## src/hw/zx_cfg.svh

```systemverilog
`ifndef ZX_CFG_SVH
`define ZX_CFG_SVH

// dram word address is the page number followed by the word offset in page
`define ZX_DRAM_AW 17
`define ZX_PAGE_BITS 4

// video output buffer, in words
`define ZX_VBUF_DEPTH 4

// 6912 bytes of pixels and attributes
`define ZX_SCREEN_WORDS 3456

`endif

```

## src/hw/zx_pkg.sv

```systemverilog
`include "zx_cfg.svh"

package zx_pkg;

	// page number as held in the paging registers
	typedef logic [7:0] page_t;

	typedef logic [`ZX_DRAM_AW-1:0] dram_addr_t;

	typedef logic [15:0] dram_word_t;

	// bit 0 selects the low byte
	typedef logic [1:0] bsel_t;

endpackage

```

## src/hw/zmem.sv

```systemverilog
`timescale 1ns/1ps
`include "zx_cfg.svh"

module zmem (
	input  logic               fclk,
	input  logic               arst_n,
	input  logic               cpu_cyc,
	input  logic               cpu_stb,
	input  logic               cpu_we,
	input  logic               cpu_io,
	input  logic [15:0]        cpu_adr,
	input  logic [7:0]         cpu_dat_w,
	output logic [7:0]         cpu_dat_r,
	output logic               cpu_ack,
	output logic               port_wr,
	output logic [15:0]        port_adr,
	output logic [7:0]         port_dat,
	input  zx_pkg::page_t      p7ffd,
	input  zx_pkg::page_t      peff7,
	output logic               cpu_req,
	output logic               cpu_rnw,
	output zx_pkg::dram_addr_t cpu_addr,
	output zx_pkg::bsel_t      cpu_bsel,
	output zx_pkg::dram_word_t cpu_wrdata,
	input  logic               cpu_strobe,
	input  zx_pkg::dram_word_t cpu_rddata
);

	logic          start;
	logic          rom_wr;
	zx_pkg::page_t page;

	// new cycle only once the previous one is fully closed
	assign start = cpu_cyc && cpu_stb && !cpu_ack && !cpu_req;
	assign rom_wr = cpu_we && (cpu_adr[15:14] == 2'd0) && !peff7[3];

	always_comb
	begin
		case (cpu_adr[15:14])
			2'd0: page = peff7[3] ? 8'd0 : 8'd8 + {7'd0, p7ffd[4]};
			2'd1: page = 8'd5;
			2'd2: page = 8'd2;
			default: page = {5'd0, p7ffd[2:0]};
		endcase
	end

	assign cpu_addr = {page[`ZX_PAGE_BITS-1:0], cpu_adr[13:1]};
	assign cpu_bsel = cpu_adr[0] ? 2'b10 : 2'b01;
	assign cpu_wrdata = {cpu_dat_w, cpu_dat_w};
	assign cpu_rnw = !cpu_we;

	assign port_adr = cpu_adr;
	assign port_dat = cpu_dat_w;

	always_ff @(posedge fclk or negedge arst_n)
	begin
		if (!arst_n)
		begin
			cpu_ack <= 1'b0;
			cpu_req <= 1'b0;
			port_wr <= 1'b0;
		end
		else
		begin
			cpu_ack <= 1'b0;
			port_wr <= 1'b0;
			// io and rom writes never touch dram
			if (start && (cpu_io || rom_wr))
			begin
				cpu_ack <= 1'b1;
				port_wr <= cpu_io && cpu_we;
			end
			else if (start)
				cpu_req <= 1'b1;
			else if (cpu_req && cpu_strobe)
			begin
				cpu_req <= 1'b0;
				cpu_ack <= 1'b1;
			end
		end
	end

	always_ff @(posedge fclk)
	begin
		if (start && cpu_io)
			cpu_dat_r <= 8'hFF;
		else if (cpu_req && cpu_strobe)
			cpu_dat_r <= cpu_adr[0] ? cpu_rddata[15:8] : cpu_rddata[7:0];
	end

endmodule

```

## config.mk

```make
export PLATFORM = sky130hd
export DESIGN_NAME = zmem
export DESIGN_NICKNAME = d
export VERILOG_FILES = /design/src/hw/zx_pkg.sv /design/src/hw/zmem.sv
export VERILOG_INCLUDE_DIRS = /design/src /design/src/hw
export SDC_FILE = /design/constraint.sdc
export NUM_CORES = 1
export LEC_CHECK = 0
export BUFFER_PORTS_ARGS = -buffer_cell sky130_fd_sc_hd__buf_2
export CORE_AREA = 2 2 45 79
export CTS_BUF_LIST = sky130_fd_sc_hd__clkbuf_8
export CTS_CLUSTER_SIZE = 8
export DETAILED_ROUTE_END_ITERATION = 8
export DIE_AREA = 0 0 47 81
export GPL_TIMING_DRIVEN = 0
export PLACE_DENSITY = 0.84
export SYNTH_ARGS = -nofsm -noshare
export SYNTH_HDL_FRONTEND = slang
export SYNTH_SLANG_ARGS = --single-unit
export TNS_END_PERCENT = 30
```

## constraint.sdc

```tcl
create_clock -name fclk -period 1.2 [get_ports fclk]
set_input_delay 0.06 -clock fclk [delete_from_list [all_inputs] [get_ports fclk]]
set_output_delay 0.06 -clock fclk [all_outputs]
set_load 0.01 [all_outputs]
```

==> impl_metrics.tcl, run 1 <==
set metrics [dict create \
    grt_max_degree 11 \
    drt_iter0_markers 11 \
    syn_inst 112 \
    p_leak_nw 0.995 \
    fp.dieArea_mm2 0.00381 \
    ys_seq_area_share_pct 23.9 \
    ff_latch_area_um2 235 \
    clk_latency_ps 230 \
    finClkSkew_ps 1.43 \
    core_area_mm2 0.00322 \
    slew_headroom_pct 81.5 \
    status "completed" \
    max_freq_mhz 850 \
    cp_max_fo 9 \
    routabilityCongestion 0.700 \
    wl_met1_um 807 \
    final_common_cell "buf_2" \
    drv_slew 0 \
    drive_above_1_share_pct 79.3 \
    post_cts_buffers 0 \
    wl_per_cell_um 9.86 \
    num_io_pins 134 \
    via_per_inst 4.02 \
    fin_area_mm2 0.00162 \
    worstSetupPathType "reg -> reg" \
    rsz0062_at_grt "yes" \
    firstDrtPassIters 3 \
    grt_pass1_wl_um 3620 \
    yosys.area.top_type "buf_4" \
    cts_sinks 11 \
    antenna_cells 0 \
    cts_buffers 3 \
    place_area_mm2 0.00154 \
    final_net_count 281 \
    place_inst 257 \
    dp_hpwl_um 2350 \
    cap_violations 0 \
    hold_violations 0 \
    rows 28 \
    fp.dieW_um 47 \
    wl_met3_um 350 \
    synth-seq-cells 11 \
    synth_area_um2 985 \
    syn_avg_cell_area_um2 8.79 \
    vias 1054 \
    portBuffers 100 \
    drc_errors 0 \
    die_h_um 81 \
    synth_cell_type_count 18 \
    ys_warn_count 0 \
    stdcell_count 262 \
    setup_violations 0 \
    synth_top_area_share_pct 41.2 \
    start_util_pct 30.6 \
    cts_root_buf "clkbuf_8" \
    gr-usage-all-layers_pct 13.0 \
    tns_ps 0 \
    path_clk_slew_ps 50 \
    worstPathRequired_ps 1360 \
    htreeDepth 1 \
    dr.max_layer_used "met4" \
    final_cell_mix "buf_2 (101), buf_4 (55)" \
    worst_slew_pin_slew_ps 276 \
    area_growth_pct 64.8 \
    antenna_found_initial 0 \
    final.period_utilization_pct 98.0 \
    synth_area_leaders "buf_4 (41%), dfxtp_1 (16%), o211ai_2 (10%)" \
    wl_um 2580 \
    route.met2.wl_um 1390 \
    cts_tree "done" \
    nFillCells 334 \
    hp-class "in -> reg" \
    holdWs_ps 114 \
    cts_max_path_buffers 2 \
    antenna_left 0 \
    critPathLaunchType "flop" \
    multi_input_area_um2 320 \
    peakVddDrop_uv 420 \
    power_density_mw_per_mm2 965 \
    worst_setup_path_end_kind "flop" \
    period_minus_slack_ps 1180 \
    critPathArrivalTime_ps 1340 \
    grt-ovfl-total 0 \
    grt_pass1_vias 917 \
    synth.net_count 175 \
]
[sequential cells by signal, summed over array words and instances, names as in the netlist]
signal,cells
cpu_ack,1
cpu_dat_r,8
port_wr,1
cpu_req,1
[worst paths after layout]
kind	cells past startpoint	start	to	slack (ps)
setup / recovery	4	cpu_req	cpu_dat_r[4]	20
min in group asynchronous	2	arst_n	cpu_ack	160
hold / removal	3	cpu_rddata[5]	cpu_dat_r[5]	110
max in group asynchronous	2	arst_n	cpu_req	940
hold reg to reg	2	cpu_dat_r[2]	cpu_dat_r[2]	470
setup reg to reg	4	cpu_req	cpu_dat_r[4]	20
[worst max-delay path, stage by stage (launching register included)]
cell and delay, ps:
dfrtp_1 420, nand4bb_4 240, or2_1 240, buf_6 150, o211ai_2 60
[cell usage after synthesis (all sizes together)]
| cell | n |
|---|---|
| inv | 7 |
| mux2i | 8 |
| o211ai | 8 |
| a21o | 1 |
| nor2 | 2 |
| nand2 | 9 |
| buf | 57 |
| nand4bb | 1 |
| dfxtp | 8 |
| a21boi | 2 |
| nor3 | 1 |
| dfrtp | 3 |
| a211oi | 1 |
| or2 | 1 |
| a21oi | 3 |
[cells by family (layout without fill, tap and decap cells)]
logic type,Yosys count,in the layout,share of synthesized area [%]
multiplexers,8,8,8.13
AO/OA/AOI/OAI,15,15,14.7
flip-flops,11,11,23.9
AND/OR/NAND/NOR,14,14,7.24
buffers and inverters,64,169,46.0
[final cells by class]
type / count / share of cell area [%]
Clock buffer: 3 / 2.54
Multi-Input combinational cell: 37 / 19.7
Clock inverter: 1 / 0.231
Tap cell: 45 / 3.47
Inverter: 7 / 1.62
Sequential cell: 11 / 14.5
Timing Repair Buffer: 101 / 31.5
Buffer: 57 / 26.4
[repair_timing]
action,in CTS,in global routing
endpoints found under the hold margin,3,0
endpoints found under the setup margin,11,11
resized for setup,2,2
pin swaps,1,0
hold buffers,1,0
[report_power, final]
part / internal (mW) / switching [mW] / leakage (nW) / total [mW]
Combinational: 0.393 / 0.310 / 0.860 / 0.704
Sequential: 0.466 / 0.0468 / 0.108 / 0.513
Clock: 0.224 / 0.126 / 0.0269 / 0.350
[metal layers]
metal | vias to the layer above | global-route usage, %
met1 | 444 | 11.7
met5 | - | 0
li1 | 518 | -
met4 | 0 | 5.00
met3 | 2 | 2.44
met2 | 90 | 25.8
[metrics by stage]
step / power [mW] / setup slack [ps] / utilization, %
2_1_floorplan: 0.946 / 56.2 / -
3_3_place_gp: 1.20 / -51.6 / 47.8
3_5_place_dp: 1.22 / -59.0 / 47.8
4_1_cts: 1.60 / 16.6 / 50.1
5_1_grt: 1.69 / -44.8 / 50.3
6_report: 1.57 / 23.5 / 50.3
Note: power is estimated with default switching activity, not from simulation.
==> run 2: changes to the inputs <==
--- a/config.mk
+++ b/config.mk
@@ -14,6 +14,7 @@
 export DIE_AREA = 0 0 47 81
 export GPL_TIMING_DRIVEN = 0
 export PLACE_DENSITY = 0.84
+export REMOVE_ABC_BUFFERS = 1
 export SYNTH_ARGS = -nofsm -noshare
 export SYNTH_HDL_FRONTEND = slang
 export SYNTH_SLANG_ARGS = --single-unit
==> impl_metrics.tcl, run 2 (synthesis results as in run 1) <==
set metrics [dict create \
    p_total_mw 1.33 \
    reg2reg_slack_ps 70 \
    gr-usage-all-layers_pct 18.0 \
    cts_tree "done" \
    path_cells "nand4bb_4 -> or2_4 -> nor2_4" \
    p_int_uw 915 \
    grt_pass1_wl_um 4380 \
    setup_violations 0 \
    firstDrtPassIters 4 \
    clkPwrFrac_pct 27.7 \
    p_seq_share_pct 38.5 \
    cts_sinks 11 \
    portBuffers 51 \
    antenna_cells 0 \
    vias 742 \
    grt_pass1_vias 736 \
    hold_end "port_wr" \
    use_met2_pct 38.6 \
    grt.busiest_layer "met2" \
    critPathArrivalTime_ps 1310 \
    slew_headroom_pct 73.8 \
    antenna_found_initial 0 \
    hp-class "in -> reg" \
    grt-ovfl-total 0 \
    core_area_mm2 0.00322 \
    drv_slew 0 \
    via_per_inst 4.73 \
    post_cts_buffers 0 \
    place_inst 151 \
    wl_per_cell_um 22.6 \
    fp.dieW_um 47 \
    power_density_mw_per_mm2 1380 \
    final.period_utilization_pct 94.5 \
    power_frac_comb_pct 33.8 \
    finClkSkew_ps 1.16 \
    critPathMaxStageDelay_ps 420 \
    worstSetupPathType "reg -> reg" \
    routabilityCongestion 0.719 \
    htreeDepth 1 \
    wl_um 3550 \
    antenna_left 0 \
    tns_ps 0 \
    cp_max_fo 5 \
    drt_iter0_markers 8 \
    grtUsageMet3_pct 10.4 \
    cap_violations 0 \
    critPathLaunchType "flop" \
    place_area_um2 870 \
    num_io_pins 134 \
    swShare_pct 30.9 \
    hold_depth 3 \
    regMostFlops "cpu_dat_r" \
    start_util_pct 30.6 \
    rows 28 \
    peakVddDrop_uv 540 \
    cts_max_path_buffers 2 \
    critPathSlowestCell "dfrtp_1" \
    worst_setup_path_end_kind "flop" \
    stdcell_count 157 \
    cts_root_buf "clkbuf_8" \
    clk_latency_ps 230 \
    worst_slew_pin_slew_ps 392 \
    path_clk_slew_ps 50 \
    period_minus_slack_ps 1130 \
    die_h_um 81 \
    cpLargestDelayFamily "simple AND/OR/NAND/NOR gates" \
    area_growth_pct -2.54 \
    dp_hpwl_um 3080 \
    met1_usage_pct 9.30 \
    final_common_cell "buf_2" \
    status "completed" \
    cts_buffers 3 \
    grt_max_degree 18 \
    max_freq_mhz 882 \
    worstPathRequired_ps 1370 \
    power_switching_uw 410 \
    hold_start "cpu_we" \
    r2r-end "port_wr" \
    hold_violations 0 \
    drive_above_1_share_pct 60.7 \
    fp.dieArea_mm2 0.00381 \
    reg2reg_depth 3 \
    holdWs_ps 107 \
    largest_register_ffs 8 \
    path_buf_inv 0 \
    drc_errors 0 \
    p_leak_nw 0.532 \
    fin_area_um2 960 \
    final_net_count 176 \
    rr_startpoint "cpu_req" \
]
==> run 2: cell types whose count changed in the layout (fill, tap and decap cells not counted), sizes merged <==
cell / change
or2: +1
buf: -106
==> run 2: worst max path at each step <==
stage                       start           end  slack, ps  cells after the start
after CTS                 cpu_req       cpu_ack          9                      3
after detailed placement  cpu_req  cpu_dat_r[0]       -150                      3
after global routing      cpu_req  cpu_dat_r[5]        -20                      3
after floorplan           cpu_req       port_wr        -10                      3
final                     cpu_req       port_wr         70                      3
after global placement    cpu_req  cpu_dat_r[0]       -120                      3
==> run 2: metal layers <==
| layer | wire (um) | vias to the layer above |
|---|---|---|
| met5 | 0 | - |
| met4 | 97 | 0 |
| met3 | 633 | 10 |
| met2 | 2090 | 108 |
| met1 | 734 | 313 |
| li1 | - | 311 |
==> run 2: power by group through the flow <==
stage	clock, mW	combinational (mW)	sequential, mW
floorplan	0	0.183	0.565
global placement	0	0.417	0.513
detailed placement	0	0.431	0.515
CTS	0.379	0.436	0.509
global route	0.394	0.500	0.522
finish	0.367	0.448	0.511
==> run 2: layout make-up <==
| cell class | instances | area, um^2 |
|---|---|---|
| Fill cell | 375 | 2260 |
| Clock inverter | 1 | 3.75 |
| Clock buffer | 3 | 41.3 |
| Tap cell | 45 | 56.3 |
| Timing Repair Buffer | 52 | 265 |
| Inverter | 7 | 26.3 |
| Multi-Input combinational cell | 38 | 332 |
| Sequential cell | 11 | 235 |
==> run 2: metrics by stage <==
step / setup WS (ps) / util [%]
after floorplan: -12.9 / -
after global placement: -122 / 27.0
after detailed placement: -146 / 27.0
after CTS: 9.38 / 28.8
after global routing: -17.2 / 29.8
final: 66.6 / 29.8
==> run 2: timing repair <==
item                                    in CTS  in global routing
endpoints found under the hold margin        3                  0
endpoints found under the setup margin      10                 11
resized for setup                            3                  4
hold buffers                                 1                  0
gates cloned                                 0                  1
pin swaps                                    0                  2
==> run 2: tightest hold or removal path, delay by kind of cell <==
kind                   cells  cell delay [ps]
buffers and inverters      2              150
and+or+nand+nor            1               90
==> run 3: changes to the inputs <==
--- a/config.mk
+++ b/config.mk
@@ -7,13 +7,13 @@
 export NUM_CORES = 1
 export LEC_CHECK = 0
 export BUFFER_PORTS_ARGS = -buffer_cell sky130_fd_sc_hd__buf_2
-export CORE_AREA = 2 2 45 79
-export CTS_BUF_LIST = sky130_fd_sc_hd__clkbuf_8
+export CORE_AREA = 2 2 46 80
+export CTS_BUF_LIST = sky130_fd_sc_hd__clkbuf_16
 export CTS_CLUSTER_SIZE = 8
 export DETAILED_ROUTE_END_ITERATION = 8
-export DIE_AREA = 0 0 47 81
+export DIE_AREA = 0 0 48 82
 export GPL_TIMING_DRIVEN = 0
-export PLACE_DENSITY = 0.84
+export PLACE_DENSITY = 0.81
 export REMOVE_ABC_BUFFERS = 1
 export SYNTH_ARGS = -nofsm -noshare
 export SYNTH_HDL_FRONTEND = slang
==> impl_metrics.tcl, run 3 (synthesis results as in run 1) <==
set metrics [dict create \
    cts_tree "done" \
    crit_path_start "cpu_ack" \
    area_growth_pct 0.890 \
    final.period_utilization_pct 95.1 \
    clk_latency_ps 240 \
    worst_setup_path_end_kind "flop" \
    die_h_um 82 \
    fp.dieW_um 48 \
    drv_slew 0 \
    fin_area_um2 993 \
    regMostFlops "cpu_dat_r" \
    max_freq_mhz 876 \
    final_util_pct 29.8 \
    critPathArrivalTime_ps 1300 \
    antenna_cells 0 \
    rows 28 \
    p_leak_nw 0.548 \
    rr_startpoint "cpu_ack" \
    htreeDepth 1 \
    drt_iter0_markers 19 \
    cp_max_fo 5 \
    power_density_mw_per_mm2 1580 \
    firstDrtPassIters 4 \
    cts_max_path_buffers 2 \
    drive_above_1_share_pct 60.7 \
    grt_pass1_vias 682 \
    vias 747 \
    start_util_pct 29.6 \
    hold_start "cpu_we" \
    routabilityCongestion 0.697 \
    num_io_pins 134 \
    cts_sinks 11 \
    holdWs_ps 112 \
    hp-class "in -> reg" \
    final_net_count 176 \
    setup_violations 0 \
    dp_hpwl_um 3130 \
    largest_register_ffs 8 \
    nFillCells 362 \
    grt-ovfl-total 0 \
    grt_max_degree 18 \
    via_per_inst 4.76 \
    slew_headroom_pct 73.6 \
    critPathLaunchType "flop" \
    cap_violations 0 \
    cts_root_buf "clkbuf_16" \
    fp.dieArea_mm2 0.00394 \
    cts_buffers 3 \
    hold_violations 0 \
    finClkSkew_ps 1.74 \
    portBuffers 51 \
    period_minus_slack_ps 1140 \
    worst_slew_pin_slew_ps 395 \
    status "completed" \
    core_area_mm2 0.00333 \
    worstSetupPathType "reg -> reg" \
    antenna_left 0 \
    gr-usage-all-layers_pct 18.0 \
    wl_um 3700 \
    antenna_found_initial 0 \
    drc_errors 0 \
    rsz0062_at_grt "no" \
    peakVddDrop_uv 688 \
    path_clk_slew_ps 40 \
    p_total_mw 1.57 \
    final_common_cell "buf_2" \
    grt_pass1_wl_um 4360 \
    place_area_um2 870 \
    worstPathRequired_ps 1360 \
    wl_per_cell_um 23.6 \
]
==> run 3: cell types whose count changed in the layout (fill, tap and decap cells not counted) <==
| cell | before | now |
|---|---|---|
| clkbuf_16 | 0 | 3 |
| clkbuf_8 | 3 | 0 |
==> run 3: layout make-up <==
| type | count | area, um^2 | share of cell area (%) |
|---|---|---|---|
| timing repair buffer | 52 | 265 | 26.7 |
| inverter | 7 | 26.3 | 2.64 |
| clock inverter | 1 | 3.75 | 0.378 |
| tap | 45 | 56.3 | 5.67 |
| clock buffer | 3 | 75.1 | 7.56 |
| sequential | 11 | 235 | 23.7 |
| multi-input combinational | 38 | 332 | 33.4 |
==> run 3: through the flow <==
stage | std cells | TNS (ps) | worst slack (ps)
global placement | 151 | -948 | -111
CTS | 156 | -1.62 | -1.62
floorplan | 55 | -33.3 | -12.9
global route | 157 | 0 | 15.0
finish | 157 | 0 | 58.5
detailed placement | 151 | -1510 | -179
==> run 3: critical path: stages, from the launching register on <==
cell       delay (ps)
dfrtp_1           390
nand4bb_4         270
or2_4             340
o211ai_2           70
==> run 3: path summary, 6_finish.rpt <==
kind                                endpoint  slack (ps)  cells past startpoint
max in group asynchronous            cpu_ack         930                      2
worst max-delay path            cpu_dat_r[2]          60                      3
worst max register to register  cpu_dat_r[2]          60                      3
worst min register to register  cpu_dat_r[4]         470                      2
worst min-delay path                 port_wr         110                      3
min in group asynchronous            port_wr         160                      2
==> run 3: report_power, final <==
part | switching, mW | leakage, nW | total, mW | internal (mW)
logic | 0.226 | 0.398 | 0.451 | 0.225
clock network | 0.170 | 0.0423 | 0.608 | 0.438
registers | 0.0449 | 0.108 | 0.511 | 0.467
==> run 3: layer usage <==
| layer | share of wire [%] | track usage [%] | vias up |
|---|---|---|---|
| met1 | 24 | 10.3 | 322 |
| met4 | 5.1 | 4.86 | 0 |
| li1 | - | - | 309 |
| met3 | 15 | 9.89 | 10 |
| met5 | 0 | 8.33 | - |
| met2 | 56 | 38.0 | 106 |
==> run 3: repair_timing <==
action	in CTS	in global routing
pin swaps	0	3
resized for setup	4	3
buffers inserted	0	0
hold buffers	1	0
endpoints found under the hold margin	3	0
gates cloned	0	1
endpoints found under the setup margin	10	11
